==> config.mk <==
export PLATFORM = sky130hd
export DESIGN_NAME = cartridge
export DESIGN_NICKNAME = d
export VERILOG_FILES = /design/src/design/cart_pkg.sv /design/src/design/cart_bank_table.sv /design/src/design/cart_mapper.sv /design/src/design/cart_addr_map.sv /design/src/design/cartridge.sv
export SDC_FILE = /design/constraint.sdc
export NUM_CORES = 1
export LEC_CHECK = 0
export BUFFER_PORTS_ARGS = -buffer_cell sky130_fd_sc_hd__buf_4
export CELL_PAD_IN_SITES_DETAIL_PLACEMENT = 1
export CELL_PAD_IN_SITES_GLOBAL_PLACEMENT = 2
export CORE_MARGIN = 5
export CORE_UTILIZATION = 50
export CTS_BUF_LIST = sky130_fd_sc_hd__clkbuf_4 sky130_fd_sc_hd__clkbuf_8
export CTS_CLUSTER_SIZE = 12
export DETAILED_ROUTE_END_ITERATION = 6
export PLACE_DENSITY_LB_ADDON = 0.12
export RECOVER_POWER = 100
export SLEW_MARGIN = 20
export SYNTH_ARGS = -nofsm -noshare
export SYNTH_HDL_FRONTEND = slang
export SYNTH_SLANG_ARGS = --single-unit
==> constraint.sdc <==
create_clock -name clk32 -period 8.9 [get_ports clk32]
set_input_delay 1.335 -clock clk32 [delete_from_list [all_inputs] [get_ports clk32]]
set_output_delay 1.335 -clock clk32 [all_outputs]
set_load 0.05 [all_outputs]
==> src/design/cart_pkg.sv <==
// Cartridge type codes, table and address widths, SDRAM placement constants
`default_nettype none

package cart_pkg;

	// ****************************************
	// Supported cartridge types
	// ****************************************

	// Same width as cart_id so the codes compare directly
	typedef enum logic [15:0] {
		cart_generic    = 16'd0,
		cart_ocean      = 16'd5,   // Ocean Type 1
		cart_c64gs      = 16'd15,
		cart_magic_desk = 16'd19,
		cart_easyflash  = 16'd32,
		cart_xbank      = 16'd33   // EasyFlash layout without the Ultimax boot
	} cart_type_e;

	// ****************************************
	// Bank table geometry
	// ****************************************

	localparam int BANK_W     = 7;   // 128 banks of 8K
	localparam int BANK_SLOTS = 64;  // CRT chip packets kept
	localparam int BANK_IDX_W = 6;

	// ****************************************
	// SDRAM layout
	// ****************************************

	localparam int PAGE_W   = 13;  // Offset inside an 8K bank
	localparam int SDRAM_AW = 25;

	// ROM banks live at 0x100000, marker bit sits above the bank number
	localparam logic ROM_BASE_BIT = 1'b1;

	// RAM banks live at 0x010000, only 8 banks reachable
	localparam logic [4:0] RAM_PAGE_BASE = 5'b00001;

	// Chip packet load addresses and sizes
	localparam logic [15:0] LOW_BANK_ADDR = 16'h8000;  // Up to here the packet is ROML
	localparam logic [15:0] BANK_8K       = 16'h2000;  // Anything larger spills into ROMH

endpackage

`default_nettype wire

==> src/design/cart_bank_table.sv <==
// Chip packet bank table with low and high bank slots and a packet counter
`default_nettype none
`timescale 1ns/1ps

module cart_bank_table (
	input  logic                            clk32,
	input  logic                            cart_loading,
	input  logic                            cart_bank_wr,     // One cycle per chip packet
	input  logic [15:0]                     cart_bank_num,
	input  logic [15:0]                     cart_bank_laddr,  // C64 load address of the packet
	input  logic [15:0]                     cart_bank_size,
	input  logic [cart_pkg::SDRAM_AW-1:0]   cart_bank_raddr,  // Where the packet landed in SDRAM
	input  logic [cart_pkg::BANK_IDX_W-1:0] tbl_idx,
	output logic [cart_pkg::BANK_W-1:0]     tbl_lo,
	output logic [cart_pkg::BANK_W-1:0]     tbl_hi,
	output logic [7:0]                      bank_cnt
);

	import cart_pkg::*;

	logic [BANK_W-1:0]     lo_banks [BANK_SLOTS];
	logic [BANK_W-1:0]     hi_banks [BANK_SLOTS];
	logic                  old_loading;
	logic [BANK_W-1:0]     pkt_bank;
	logic [BANK_IDX_W-1:0] pkt_idx;
	logic                  pkt_ok;

	assign pkt_bank = cart_bank_raddr[PAGE_W+BANK_W-1:PAGE_W];  // 8K page number
	assign pkt_idx  = cart_bank_num[BANK_IDX_W-1:0];
	assign pkt_ok   = cart_bank_wr && (cart_bank_num < BANK_SLOTS);  // Drop high bank numbers

	// Packet counter, restarts with every new load
	always_ff @(posedge clk32) begin
		old_loading <= cart_loading;
		if (cart_loading && !old_loading)
			bank_cnt <= '0;
		if (cart_bank_wr)
			bank_cnt <= bank_cnt + 8'd1;
	end

	// ****************************************
	// Table write
	// ****************************************

	always_ff @(posedge clk32) begin
		if (pkt_ok) begin
			if (cart_bank_laddr <= LOW_BANK_ADDR) begin
				lo_banks[pkt_idx] <= pkt_bank;
				// 16K packet, upper half follows in the next page
				if (cart_bank_size > BANK_8K)
					hi_banks[pkt_idx] <= pkt_bank + BANK_W'(1);
			end else begin
				hi_banks[pkt_idx] <= pkt_bank;  // Loaded at $A000 or $E000
			end
		end
	end

	// Mapper side lookup
	assign tbl_lo = lo_banks[tbl_idx];
	assign tbl_hi = hi_banks[tbl_idx];

endmodule

`default_nettype wire

==> src/design/cart_mapper.sv <==
// Per-type mapper FSM with bank registers, EXROM/GAME overrides and IOF window control
`default_nettype none
`timescale 1ns/1ps

module cart_mapper (
	input  logic                            clk32,
	input  logic                            reset_n,     // Active high, synchronous
	input  logic [15:0]                     cart_id,
	input  logic [7:0]                      cart_exrom,  // EXROM from the CRT header
	input  logic [7:0]                      cart_game,   // GAME from the CRT header
	input  logic                            ioe,
	input  logic                            iof,
	input  logic                            mem_write,
	input  logic [15:0]                     addr_in,
	input  logic [7:0]                      data_in,
	input  logic [cart_pkg::BANK_W-1:0]     tbl_lo,
	input  logic [cart_pkg::BANK_W-1:0]     tbl_hi,
	output logic [cart_pkg::BANK_IDX_W-1:0] tbl_idx,
	output logic                            stb_iof,
	output logic [cart_pkg::BANK_W-1:0]     bank_lo,
	output logic [cart_pkg::BANK_W-1:0]     bank_hi,
	output logic [cart_pkg::BANK_W-1:0]     iof_bank,
	output logic                            iof_ena,
	output logic                            iof_wr_ena,
	output logic                            exrom_ovr,
	output logic                            game_ovr
);

	import cart_pkg::*;

	logic        old_ioe;
	logic        old_iof;
	logic [15:0] old_id;
	logic        init_n;     // Low on the cycle after init
	logic        stb_ioe;
	logic        ioe_wr;
	logic        ioe_rd;
	logic        is_ef;      // EasyFlash or XBank
	cart_type_e  cart_type;

	assign cart_type = cart_type_e'(cart_id);
	assign is_ef     = (cart_type == cart_easyflash) || (cart_type == cart_xbank);

	// ****************************************
	// IO strobes
	// ****************************************

	always_ff @(posedge clk32) begin
		old_ioe <= ioe;
		old_iof <= iof;
		old_id  <= cart_id;  // Type change detect
	end

	assign stb_ioe = ioe & ~old_ioe;  // First cycle of the IO access
	assign stb_iof = iof & ~old_iof;
	assign ioe_wr  = stb_ioe & mem_write;
	assign ioe_rd  = stb_ioe & ~mem_write;

	// EasyFlash bank select reads the table at the written index
	assign tbl_idx = (is_ef && ioe_wr && !addr_in[1]) ? data_in[BANK_IDX_W-1:0] : '0;

	// ****************************************
	// Mapper FSM
	// ****************************************

	always_ff @(posedge clk32) begin
		if (reset_n || (cart_id != old_id)) begin
			init_n     <= 1'b0;
			bank_lo    <= '0;
			bank_hi    <= '0;
			iof_bank   <= '0;
			iof_ena    <= 1'b0;
			iof_wr_ena <= 1'b0;
			exrom_ovr  <= 1'b1;  // Both lines released
			game_ovr   <= 1'b1;
		end else begin
			init_n <= 1'b1;
			case (cart_type)
				// 8K, 16K or Ultimax straight from the header
				cart_generic: begin
					exrom_ovr <= cart_exrom[0];
					game_ovr  <= cart_game[0];
					bank_lo   <= tbl_lo;
					bank_hi   <= tbl_hi;
				end

				// 16K mode, same bank mirrored in both halves
				cart_ocean: begin
					exrom_ovr <= 1'b0;
					game_ovr  <= 1'b0;
					if (ioe_wr) begin
						bank_lo <= BANK_W'(data_in[5:0]);
						bank_hi <= BANK_W'(data_in[5:0]);
					end
				end

				// 8K mode, bank number comes from the address lines
				cart_c64gs: begin
					exrom_ovr <= 1'b0;
					game_ovr  <= 1'b1;
					if (ioe_rd)
						bank_lo <= '0;
					if (ioe_wr)
						bank_lo <= BANK_W'(addr_in[5:0]);
				end

				cart_magic_desk: begin
					if (!init_n) begin
						exrom_ovr <= 1'b0;
						game_ovr  <= 1'b1;
						bank_lo   <= '0;
					end
					if (ioe_wr) begin
						bank_lo   <= BANK_W'(data_in[3:0]);
						exrom_ovr <= data_in[7];  // Set bit hides the cartridge
					end
				end

				// Type 32 boots in Ultimax, XBank does not
				cart_easyflash,
				cart_xbank: begin
					if (!init_n) begin
						iof_bank   <= '0;
						iof_ena    <= 1'b1;  // 256 byte RAM at $DF00
						iof_wr_ena <= 1'b1;
						exrom_ovr  <= (cart_type == cart_easyflash);
						game_ovr   <= 1'b0;
						bank_lo    <= tbl_lo;
						bank_hi    <= tbl_hi;
					end
					if (ioe_wr) begin
						if (addr_in[1]) begin
							// $DE02 control, boot jumper assumed at bit 2 = 0
							game_ovr  <= ~data_in[0] & data_in[2];
							exrom_ovr <= ~data_in[1];
						end else begin
							bank_lo <= tbl_lo;  // $DE00 bank
							bank_hi <= tbl_hi;
						end
					end
				end

				default: ;  // Unknown type keeps the init defaults
			endcase
		end
	end

endmodule

`default_nettype wire

==> src/design/cart_addr_map.sv <==
// CPU to SDRAM address translation with memory enable and write gating
`default_nettype none
`timescale 1ns/1ps

module cart_addr_map (
	input  logic                          reset_n,
	input  logic                          romL,
	input  logic                          romH,
	input  logic                          umax_romh,   // VIC fetch of ROMH in Ultimax
	input  logic                          ioe,
	input  logic                          iof,
	input  logic                          mem_write,
	input  logic                          mem_ce,
	input  logic                          stb_iof,
	input  logic [15:0]                   addr_in,
	input  logic [cart_pkg::BANK_W-1:0]   bank_lo,
	input  logic [cart_pkg::BANK_W-1:0]   bank_hi,
	input  logic [cart_pkg::BANK_W-1:0]   iof_bank,
	input  logic                          iof_ena,
	input  logic                          iof_wr_ena,
	input  logic                          exrom_ovr,
	input  logic                          game_ovr,
	output logic [cart_pkg::SDRAM_AW-1:0] addr_out,
	output logic                          mem_ce_out,
	output logic                          mem_write_out
);

	import cart_pkg::*;

	logic cs_iof;
	logic rom_rd;

	// ROM page of a bank, 0x100000 and up
	function automatic logic [SDRAM_AW-PAGE_W-1:0] rom_page(input logic [BANK_W-1:0] bank);
		rom_page = {{(SDRAM_AW-PAGE_W-BANK_W-1){1'b0}}, ROM_BASE_BIT, bank};
	endfunction

	// RAM page of a bank, 0x010000 and up
	function automatic logic [SDRAM_AW-PAGE_W-1:0] ram_page(input logic [BANK_W-1:0] bank);
		ram_page = {{(SDRAM_AW-PAGE_W-8){1'b0}}, RAM_PAGE_BASE, bank[2:0]};
	endfunction

	assign cs_iof = iof && (mem_write ? iof_wr_ena : iof_ena);
	assign rom_rd = ~mem_write & ~ioe;  // IOE cycles go to the mapper registers

	assign mem_ce_out = mem_ce | (cs_iof & stb_iof);

	// Ultimax has no RAM under ROML
	assign mem_write_out = ~(romL & exrom_ovr & ~game_ovr) & mem_write;

	// ****************************************
	// Address translation
	// ****************************************

	always_comb begin
		addr_out = {{(SDRAM_AW-16){1'b0}}, addr_in};
		if (!reset_n) begin
			if (romL && rom_rd)
				addr_out[SDRAM_AW-1:PAGE_W] = rom_page(bank_lo);
			if (romH && rom_rd)
				addr_out[SDRAM_AW-1:PAGE_W] = rom_page(bank_hi);

			// $DFxx window
			if (cs_iof)
				addr_out[SDRAM_AW-1:PAGE_W] = iof_wr_ena ? ram_page(iof_bank)
				                                         : rom_page(iof_bank);

			if (umax_romh)
				addr_out[SDRAM_AW-1:PAGE_W-1] = {rom_page(bank_hi), 1'b1};  // Upper 4K
		end
	end

endmodule

`default_nettype wire

==> src/design/cartridge.sv <==
// Cartridge top level with bank table, mapper and address map
`default_nettype none
`timescale 1ns/1ps

module cartridge (
	input  logic                          clk32,
	input  logic                          reset_n,
	input  logic                          cart_loading,
	input  logic [15:0]                   cart_id,
	input  logic [7:0]                    cart_exrom,
	input  logic [7:0]                    cart_game,
	input  logic [15:0]                   cart_bank_num,
	input  logic [15:0]                   cart_bank_laddr,
	input  logic [15:0]                   cart_bank_size,
	input  logic [cart_pkg::SDRAM_AW-1:0] cart_bank_raddr,
	input  logic                          cart_bank_wr,
	input  logic                          romL,
	input  logic                          romH,
	input  logic                          umax_romh,
	input  logic                          ioe,
	input  logic                          iof,
	input  logic                          mem_write,
	input  logic                          mem_ce,
	input  logic [15:0]                   addr_in,
	input  logic [7:0]                    data_in,
	output logic                          exrom,
	output logic                          game,
	output logic [cart_pkg::SDRAM_AW-1:0] addr_out,
	output logic                          mem_ce_out,
	output logic                          mem_write_out,
	output logic [7:0]                    bank_cnt
);

	import cart_pkg::*;

	logic [BANK_IDX_W-1:0] tbl_idx;
	logic [BANK_W-1:0]     tbl_lo;
	logic [BANK_W-1:0]     tbl_hi;
	logic [BANK_W-1:0]     bank_lo;
	logic [BANK_W-1:0]     bank_hi;
	logic [BANK_W-1:0]     iof_bank;
	logic                  iof_ena;
	logic                  iof_wr_ena;
	logic                  stb_iof;
	logic                  exrom_ovr;
	logic                  game_ovr;

	// No forcing logic left, the lines follow the mapper
	assign exrom = exrom_ovr;
	assign game  = game_ovr;

	cart_bank_table u_bank_table (
		.clk32           (clk32),
		.cart_loading    (cart_loading),
		.cart_bank_wr    (cart_bank_wr),
		.cart_bank_num   (cart_bank_num),
		.cart_bank_laddr (cart_bank_laddr),
		.cart_bank_size  (cart_bank_size),
		.cart_bank_raddr (cart_bank_raddr),
		.tbl_idx         (tbl_idx),
		.tbl_lo          (tbl_lo),
		.tbl_hi          (tbl_hi),
		.bank_cnt        (bank_cnt)
	);

	cart_mapper u_mapper (
		.clk32      (clk32),
		.reset_n    (reset_n),
		.cart_id    (cart_id),
		.cart_exrom (cart_exrom),
		.cart_game  (cart_game),
		.ioe        (ioe),
		.iof        (iof),
		.mem_write  (mem_write),
		.addr_in    (addr_in),
		.data_in    (data_in),
		.tbl_lo     (tbl_lo),
		.tbl_hi     (tbl_hi),
		.tbl_idx    (tbl_idx),
		.stb_iof    (stb_iof),
		.bank_lo    (bank_lo),
		.bank_hi    (bank_hi),
		.iof_bank   (iof_bank),
		.iof_ena    (iof_ena),
		.iof_wr_ena (iof_wr_ena),
		.exrom_ovr  (exrom_ovr),
		.game_ovr   (game_ovr)
	);

	cart_addr_map u_addr_map (
		.reset_n       (reset_n),
		.romL          (romL),
		.romH          (romH),
		.umax_romh     (umax_romh),
		.ioe           (ioe),
		.iof           (iof),
		.mem_write     (mem_write),
		.mem_ce        (mem_ce),
		.stb_iof       (stb_iof),
		.addr_in       (addr_in),
		.bank_lo       (bank_lo),
		.bank_hi       (bank_hi),
		.iof_bank      (iof_bank),
		.iof_ena       (iof_ena),
		.iof_wr_ena    (iof_wr_ena),
		.exrom_ovr     (exrom_ovr),
		.game_ovr      (game_ovr),
		.addr_out      (addr_out),
		.mem_ce_out    (mem_ce_out),
		.mem_write_out (mem_write_out)
	);

endmodule

`default_nettype wire

Word-level counts from Yosys, hierarchy flattened

Memories as Yosys holds them, arrays and structs flattened.
Index checks and enable logic that the tools add are counted.

Reduce and logical (&&, ||, !) cells: 23
Equal/unequal tests: 10
Order comparisons: 3
$add $sub $neg: 2
Bitwise logic cells: 21
Mux-type cells: 45

Operators with widths:

| kind                                                                              | count |
|---|---|
| 7-bit two-way mux                                                                 | 12 |
| 8-bit two-way mux                                                                 | 5 |
| 7-bit one-hot mux with 5 select lines                                             | 1 |
| 16-bit by 6-bit equality test with 1-bit output, second input constant            | 2 |
| 13-bit two-way mux                                                                | 2 |
| 7-bit one-hot mux with 3 select lines                                             | 1 |
| 1-bit two-way mux                                                                 | 20 |
| 16-bit by 3-bit equality test with 1-bit output, second input constant            | 1 |
| 16-bit by 4-bit equality test with 1-bit output, second input constant            | 1 |
| 16-bit by 5-bit equality test with 1-bit output, second input constant            | 1 |
| 16-bit by 14-bit greater-than comparator with 1-bit output, second input constant | 1 |
| 16-bit <= comparator, second input constant                                       | 1 |
| 16-bit logical NOT                                                                | 1 |
| 16-bit by 7-bit less-than comparator with 1-bit output, second input constant     | 1 |
| 16-bit != test                                                                    | 1 |
| 12-bit two-way mux                                                                | 1 |
| 1-bit AND                                                                         | 10 |
| 1-bit NOT                                                                         | 9 |
| 8-bit by 1-bit adder with 8-bit output, second input constant                     | 1 |
| 2-bit AND reduction                                                               | 4 |
| 7-bit by 1-bit adder with 7-bit output, second input constant                     | 1 |
| 1-bit logical AND                                                                 | 7 |
| 6-bit two-way mux                                                                 | 1 |
| 1-bit one-hot mux with 5 select lines                                             | 1 |
| 14 further kinds                                                                  | 18 |

Bits in writable memories: 896
Logic and storage cells: 117
Input bits: 140
Register bits after elaboration: 45
Memories kept: 2

Memory list:

| name                  | words | bits a word | read ports | clocked after Yosys merged registers in | wr ports | RTL line              | source |
|---|---|---|---|---|---|---|---|
| u_bank_table.hi_banks | 64    | 7           | 1          | 0                                       | 1        | cart_bank_table.sv:22 | `logic [BANK_W-1:0] hi_banks [BANK_SLOTS];` |
| u_bank_table.lo_banks | 64    | 7           | 1          | 0                                       | 1        | cart_bank_table.sv:21 | `logic [BANK_W-1:0] lo_banks [BANK_SLOTS];` |

Logic depth before layout (Yosys ltp)

Gate-level depths: netlist of run 1.
An unclocked memory read counts as a cell.

Depth in word-level cells: 11
Gate-level depth with buffers: 13
Depth with buffers taken out: 9

Hierarchy

A second synthesis of run 1 with hierarchy kept.

Cells, all modules: 1998
Area, all modules: 38084.0 um^2

Modules (own cells, without submodules):

| module          | area each (um^2) | instances | cells each |
|---|---|---|---|
| cart_bank_table | 35685.5          | 1         | 1716 |
| cart_mapper     | 1853.0           | 1         | 206 |
| cart_addr_map   | 545.5            | 1         | 76 |

Worst setup path after synthesis of run 1

Ideal clock, no wire load.

Path type: input port to flip-flop
Start point: in cart_bank_laddr[3]
End point: mem u_bank_table.hi_banks[0][4] (data pin)
Setup time: 0.569 ns
Cell stages on the path: 7
Slack: 4.255 ns
Arrival time: 4.076 ns
Data required time: 8.331 ns
Path buffers: 0
Cell sequence: nor4_1 -> nand4_1 -> nand2_1 -> nor2_1 -> nor2b_1 -> nand3_1 -> xnor2_1

Cells in the longest elaborated chain, start to end: 5

Ends and longest elaborated chain:

| what                                    | RTL line              | source |
|---|---|---|
| start: declaration                      | cartridge.sv:13       | `input logic [15:0] cart_bank_laddr,` |
| 16-bit <= comparator                    | cart_bank_table.sv:47 | `if (cart_bank_laddr <= LOW_BANK_ADDR) begin` |
| 1-bit two-way mux                       | cart_bank_table.sv:47 |  |
| 1-bit two-way mux                       | cart_bank_table.sv:46 | `if (pkt_ok) begin` |
| 1-bit two-way mux (implied by the code) | cart_bank_table.sv:53 | `hi_banks[pkt_idx] <= pkt_bank;` |
| 7-bit two-way mux (no line)             | --                    |  |
| end: declaration                        | cart_bank_table.sv:22 |  |

No other way between the ends.

Final worst setup path of run 1

Start point: in cart_id[11]
End point: reg u_mapper.bank_lo[3] (netlist bit)

Cells in the longest elaborated chain, start to end: 10
Elaborated cells on any way between the ends: 23

Ends and longest elaborated chain:

| what                                            | RTL line                             | source |
|---|---|---|
| start: declaration                              | cartridge.sv:9                       | `input logic [15:0] cart_id,` |
| 16-bit by 6-bit equality test with 1-bit output | cart_mapper.sv:42, cart_mapper.sv:78 |  |
| 1-bit logical OR                                | cart_mapper.sv:42                    | `assign is_ef = (cart_type == cart_easyflash) \|\| (cart_type == cart_xbank);` |
| 1-bit logical AND (2 in series)                 | cart_mapper.sv:60                    | `assign tbl_idx = (is_ef && ioe_wr && !addr_in[1]) ? data_in[BANK_IDX_W-1:0] : '0;` |
| 6-bit two-way mux                               | cart_mapper.sv:60                    |  |
| memory 64 x 7 bit                               | --                                   |  |
| 7-bit two-way mux                               | cart_mapper.sv:122                   | `if (!init_n) begin` |
| 7-bit two-way mux                               | cart_mapper.sv:132                   | `if (addr_in[1]) begin` |
| 7-bit two-way mux                               | cart_mapper.sv:131                   | `if (ioe_wr) begin` |
| 7-bit one-hot mux with 5 select lines           | cart_mapper.sv:78                    | `case (cart_type)` |
| end signal: assignment                          | cart_mapper.sv:83                    | `bank_lo <= tbl_lo;` |
| end signal: assignment                          | cart_mapper.sv:128                   | `bank_lo <= tbl_lo;` |
| end signal: assignment                          | cart_mapper.sv:137                   | `bank_lo <= tbl_lo;` |
| end: declaration                                | cart_mapper.sv:20                    | `output logic [cart_pkg::BANK_W-1:0] bank_lo,` |

Several ways; a longest one is shown, not always the timed one.
A chain may end at the register's enable or synchronous reset.

==> out/qor.yml, run 1 <==
synthesis:
  synth.ff_latch_count: 941
  synth_cell_types: 82
  synth_ff_type: "edfxtp_1"
  seq_area_frac_synth: 0.715
  synth-async-reset-ratio: 0
  yosysWarnings: 0
  syn_area_um2: 39000
  syn_area_per_cell_um2: 14.3
  synth_edf_count: 904
  syn-instance-count: 2729
power_and_ir_drop:
  vdd_drop_max_v: 0.000124
  p_leak_uw: 0.0142
  cellPowerDensity_nw_per_um2: 204
  power_uw: 8920
timing:
  max_freq_ghz: 0.147
  whs_ns: 0.475
  rsz0062_at_grt: "false"
  setup-tns-final_ns: 0
  hold_viol_final: 0
  skew_ns: 0.0240
  period_needed_ns: 6.81
  final_max_slew_viol_count: 648
  final.period_utilization: 0.765
  tightestPinTransition_ns: 3.63
  max-slew-margin-rel: -1.42
  setup_viol: 0
placement:
  io_buffers: 127
  placed_area_um2: 41100
  place_congestion: 0.897
  dp_hpwl_mm: 81.5
critical_path:
  r2r_cells: 7
  cp_data_arrival_time_ns: 7.48
  endpoint_kind: "register"
  worst-setup-path-type: "in2reg"
  path_max_fanout: 46
  critPathRequiredTime_ns: 9.57
  startpoint_type: "input port"
clock_tree:
  hold_buffers: 0
  cts_setup_buffers: 0
  cts-resized-gates: 0
  clk_pin_slew_ns: 0.06
  clock_latency_ns: 0.81
  clkSinkCount: 941
  h-tree-depth: 4
  root_buffer: "clkbuf_8"
  numCtsBuffers: 156
  cts_max_path_buffers: 3
  cts_tree: "yes"
outcome:
  status: "finished with violations"
  violations: "capacitance limit, slew limit"
drt:
  dr.pass1.iters: 6
  num_vias: 26500
  drc: 0
  totalWireLength_mm: 130
  ant_nets: 0
  via_per_inst: 6.54
  drt_iter0_markers: 2898
  post_drt_wl_per_cell_um: 32.2
final_layout:
  drive_gt1_frac: 0.152
  final_area_um2: 43800
  final_common_cell: "edfxtp_1"
  final_cell_mix: "904 x edfxtp_1, 240 x nand2_1, 218 x nor2_1, 166 x mux2i_1, 166 x clkbuf_8"
  area_growth_pct: 12.3
  final_nets: 3036
  fillers: 7496
grt:
  grt_pass1_wl_mm: 187
  grt_max_degree: 91
  antenna_found_initial: 5
  grt_pass1_vias: 27100
  track_usage: 0.309
  overflow: 0
floorplan:
  die_x_um: 289
  rows: 102
  initial_core_util: 0.504
  core_um2: 77300
  ioPinCount: 177
  die_y_um: 289
  dieArea_um2: 83600
hold_path:
  holdPathStages: 1
  hold_path.class: "reg2reg"
run:
  max-cap-violations: 10
layout make-up:
type,instances,area (µm²),share of cell area
well taps,1040,1300,0.0297
clock buffers,214,2650,0.0604
repair buffers,191,1220,0.0280
inverters,23,86.3,0.00197
diodes,5,12.5,0.000286
clock inverters,61,312,0.00712
flip-flops and latches,941,27900,0.637
multi-input cells,1581,10300,0.236
metal layers:
metal,track usage,part of all wire
met4,0.102,0.032
met2,0.487,0.47
met1,0.434,0.41
met3,0.0645,0.093
met5,0,0.00010
power breakdown:
| part | switching (µW) | internal [µW] | total, µW |
|---|---|---|---|
| clock | 1750 | 1930 | 3670 |
| sequential | 5.97 | 4890 | 4890 |
| combinational | 272 | 85.9 | 357 |
through the flow:
| stage | util | worst slack [ns] | instances |
|---|---|---|---|
| 3_5_place_dp | 0.531 | 3.19 | 3776 |
| 5_1_grt | 0.566 | 1.92 | 4053 |
| 2_1_floorplan | - | 4.25 | 2732 |
| 3_3_place_gp | 0.531 | 3.28 | 3776 |
| 6_report | 0.566 | 2.09 | 4056 |
| 4_1_cts | 0.569 | 4.06 | 4051 |
cell usage after synthesis (22+ instances only):
master	n	share of area
clkbuf_1	102	0.0098
buf_1	25	0.0024
a211oi_1	45	0.0087
o21ai_0	114	0.015
nor3_1	45	0.0058
edfxtp_1	904	0.70
a31oi_1	30	0.0048
a221o_1	22	0.0056
dfxtp_1	37	0.019
nor4_1	28	0.0045
a221oi_1	56	0.013
buf_2	39	0.0050
a21oi_1	142	0.018
a22oi_1	27	0.0052
mux2i_1	166	0.043
nand2_1	241	0.023
inv_1	22	0.0021
nand3_1	69	0.0089
nor2_1	219	0.021
mux2_2	35	0.010
critical path: stages:
cell and delay [ns]:
clkbuf_1 0.12, or4_1 0.71, nor2_2 0.59, nand3_1 2.20, o31ai_1 1.41, a31oi_1 0.18, a2111oi_0 0.79, o31ai_1 0.11
kinds of logic after synthesis:
group,count (synthesis),share of synthesized area
AOI/OAI and AO/OA,597,0.104
xor gates and xnor gates,29,0.00652
adders and majority gates,2,0.000642
buffers and inverters,210,0.0235
DFF,941,0.715
muxes,217,0.0617
other,1,0.0000962
and+or+nand+nor,732,0.0884
flip-flops by register name, indices dropped and copies added, names as in the netlist:
name / cells
u_bank_table.lo_banks: 448
u_bank_table.hi_banks: 448
u_mapper.old_iof: 1
u_mapper.old_id: 16
u_mapper.exrom_ovr: 1
u_bank_table.bank_cnt: 8
u_mapper.bank_hi: 7
u_mapper.init_n: 1
u_mapper.iof_ena: 1
u_mapper.bank_lo: 7
u_mapper.old_ioe: 1
u_mapper.game_ovr: 1
u_bank_table.old_loading: 1
final timing paths:
check	start	to	slack, ns
min reg2reg	u_mapper.iof_ena$_SDFFE_PN0P_	u_mapper.iof_ena$_SDFFE_PN0P_	0.47
max	cart_id[11]	u_mapper.bank_lo[3]$_SDFFE_PN0P_	2.09
min	u_mapper.iof_ena$_SDFFE_PN0P_	u_mapper.iof_ena$_SDFFE_PN0P_	0.47
max reg2reg	u_mapper.old_ioe$_DFF_P_	u_mapper.bank_lo[3]$_SDFFE_PN0P_	2.76
Power figures use the tool's default switching activity.
==> run 2: changes to the inputs <==
--- a/config.mk
+++ b/config.mk
@@ -9,7 +9,7 @@
 export CELL_PAD_IN_SITES_DETAIL_PLACEMENT = 1
 export CELL_PAD_IN_SITES_GLOBAL_PLACEMENT = 2
 export CORE_MARGIN = 5
-export CORE_UTILIZATION = 50
+export CORE_UTILIZATION = 46
 export CTS_BUF_LIST = sky130_fd_sc_hd__clkbuf_4 sky130_fd_sc_hd__clkbuf_8
 export CTS_CLUSTER_SIZE = 12
 export DETAILED_ROUTE_END_ITERATION = 6
==> constraint.sdc (replaced) <==
create_clock -name clk32 -period 6.45 [get_ports clk32]
set_input_delay 0.9675 -clock clk32 [delete_from_list [all_inputs] [get_ports clk32]]
set_output_delay 0.9675 -clock clk32 [all_outputs]
set_load 0.05 [all_outputs]
==> run 2 against run 1 <==
The run still ends with capacitance limit, slew limit left; setup slack worse by 0.78 ns; register-to-register slack worse by 0.61 ns; power is 40% higher; flip-flop and latch count stayed put; global-route usage is 1.9 points lower; sequential power is 38% higher; cell count is 2.8% higher; first-iteration DRC count is 1.3% higher; cell area is 0.87% higher.
==> out/qor.yml, run 2 (synthesized netlist as in run 1, its figures left out) <==
critical_path:
  cpMostUsedCell: "a21oi_1"
  startpoint_type: "input port"
  worst-setup-path-type: "in2reg"
  slowest_delay_ns: 1.00  # -1.20 ns
  slowest_stage: "nand4_1"
  path_max_fanout: 13  # -72%
  r2r_cells: 11  # +4
  cp.depth: 10  # +2
  cp_top_family: "simple AND/OR/NAND/NOR gates"
  cp_data_arrival_time_ns: 5.83  # -1.65 ns
  endpoint_kind: "register"
  worstPathCellList: "clkbuf_1, or4_1, nor2_1, nand4_1, nand2_1, a21oi_1, nor4_1, a311oi_1, a21oi_1, o21ai_0"
  crit_buf_inv: 1  # unchanged
  critPathRequiredTime_ns: 7.14  # -2.43 ns
placement:
  io_buffers: 127  # unchanged
  dp.cells: 3886  # +2.9%
  place_congestion: 0.891  # -0.59%
  dp_hpwl_mm: 84.0  # +3.0%
grt:
  globalRouteMet2Util: 0.444  # -0.0432
  grt_pass1_wl_mm: 190  # +1.8%
  track_usage: 0.289  # -0.0192
  use_met1: 0.417  # -0.0165
  top_usage_layer: "met2"
  grt_pass1_vias: 26900  # -0.75%
  grt_use_met3: 0.0595  # -0.00505
  grt_max_degree: 84  # -7.7%
  antenna_found_initial: 5  # unchanged
  overflow: 0  # unchanged
power_and_ir_drop:
  seqPwrFrac: 0.541  # -0.007
  switching_share: 0.225  # -0.00241
  p_clk_frac: 0.419  # +0.007
  switching_power_uw: 2800  # +38%
  p_leak_uw: 0.0143  # +0.92%
  cellPowerDensity_nw_per_um2: 283  # +39%
  p_int_uw: 9680  # +40%
  vdd_drop_max_v: 0.000179  # +45%
  pwr-share-comb: 0.040  # about the same
clock_tree:
  cts_setup_buffers: 0  # unchanged
  clock_latency_ns: 0.82  # about the same
  numCtsBuffers: 158  # +1.3%
  cts_tree: "yes"
  hold_buffers: 0  # unchanged
  cts-resized-gates: 0  # unchanged
  clk_pin_slew_ns: 0.06  # about the same
  root_buffer: "clkbuf_8"
  h-tree-depth: 4  # unchanged
  clkSinkCount: 941  # unchanged
  cts_max_path_buffers: 3  # unchanged
timing:
  final_max_slew_viol_count: 649  # +0.15%
  max_freq_ghz: 0.194
  final.period_utilization: 0.797
  rsz0062_at_grt: "false"
  hold_viol_final: 0  # unchanged
  skew_ns: 0.0262  # +0.00218 ns
  period_needed_ns: 5.14
  setup_viol: 0  # unchanged
  max-slew-margin-rel: -1.35  # +0.0754
  tightestPinTransition_ns: 3.52  # -0.113 ns
  whs_ns: 0.287  # -0.188 ns
  setup-tns-final_ns: 0  # unchanged
drt:
  dr.pass1.iters: 6  # unchanged
  post_drt_wl_per_cell_um: 31.8  # -1.0%
  totalWireLength_mm: 133  # +1.8%
  ant_nets: 0  # unchanged
  drc: 0  # unchanged
  drt_iter0_markers: 2937  # +1.3%
  via_per_inst: 6.32  # -3.4%
  num_vias: 26300  # -0.66%
final_layout:
  final_cell_mix: "904 x edfxtp_1, 241 x nand2_1, 219 x nor2_1, 166 x mux2i_1, 165 x clkbuf_8"
  area_growth_pct: 13.3
  stdcell_count: 4170  # +2.8%
  drive_gt1_frac: 0.160  # +0.00808
  final_common_cell: "edfxtp_1"
  utilization: 0.527  # -0.0393
  reg_top3: "u_bank_table.hi_banks: 448 flops, u_bank_table.lo_banks: 448 flops, u_mapper.old_id: 16 flops"
  fillers: 8246  # +10%
  final_nets: 3054  # +0.59%
floorplan:
  dieArea_um2: 90700  # +8.4%
  initial_core_util: 0.465  # -0.0390
  ioPinCount: 177  # unchanged
  die_y_um: 301  # +4.1%
  die_x_um: 301  # +4.1%
  core_um2: 83800  # +8.4%
  rows: 106  # +3.9%
hold_path:
  holdPathStages: 1  # unchanged
  hold_path.class: "in2reg"
outcome:
  status: "finished with violations"
  violations: "capacitance limit, slew limit"
run:
  max-cap-violations: 12  # +2
run 2: power groups by stage:
stage | Sequential [µW] | Clock [µW] | Combinational (µW)
finish | 6750 | 5230 | 495
global route | 6750 | 5610 | 520
CTS | 6740 | 5310 | 510
detailed placement | 6870 | 0 | 509
global placement | 6870 | 0 | 493
floorplan | 6890 | 0 | 237
run 2: area by class of cell:
type | instances | area, µm² | area share
Antenna cell | 2 | 5.00 | 0.000113
Clock buffer | 222 | 2700 | 0.0611
Clock inverter | 60 | 362 | 0.00819
Inverter | 23 | 86.3 | 0.00195
Multi-Input combinational cell | 1581 | 10300 | 0.234
Sequential cell | 941 | 27900 | 0.631
Tap cell | 1134 | 1420 | 0.0321
Timing Repair Buffer | 207 | 1380 | 0.0313
run 2: layer usage:
| layer | up-vias | wire, µm |
|---|---|---|
| li1 | 11100 | - |
| met1 | 13700 | 56300 |
| met2 | 1328 | 60100 |
| met3 | 224 | 11900 |
| met4 | 2 | 4380 |
| met5 | - | 46 |
run 2: path summary, 6_finish.rpt:
kind,from,end,slack [ns]
worst min register to register,u_mapper.iof_ena$_SDFFE_PN0P_,u_mapper.iof_ena$_SDFFE_PN0P_,0.51
worst max-delay path,cart_id[11],u_mapper.bank_hi[5]$_SDFFE_PN0P_,1.31
worst min-delay path,iof,u_mapper.old_iof$_DFF_P_,0.29
worst max register to register,u_mapper.old_ioe$_DFF_P_,u_mapper.bank_lo[1]$_SDFFE_PN0P_,2.15
run 2: per-stage QoR:
| stage | power (µW) | cell area (µm²) | worst slack, ns |
|---|---|---|---|
| floorplan | 7120 | 39000 | 2.17 |
| global placement | 7360 | 41300 | 1.33 |
| detailed placement | 7380 | 41300 | 1.19 |
| CTS | 12600 | 44400 | 2.07 |
| global route | 12900 | 44200 | 1.06 |
| finish | 12500 | 44200 | 1.31 |
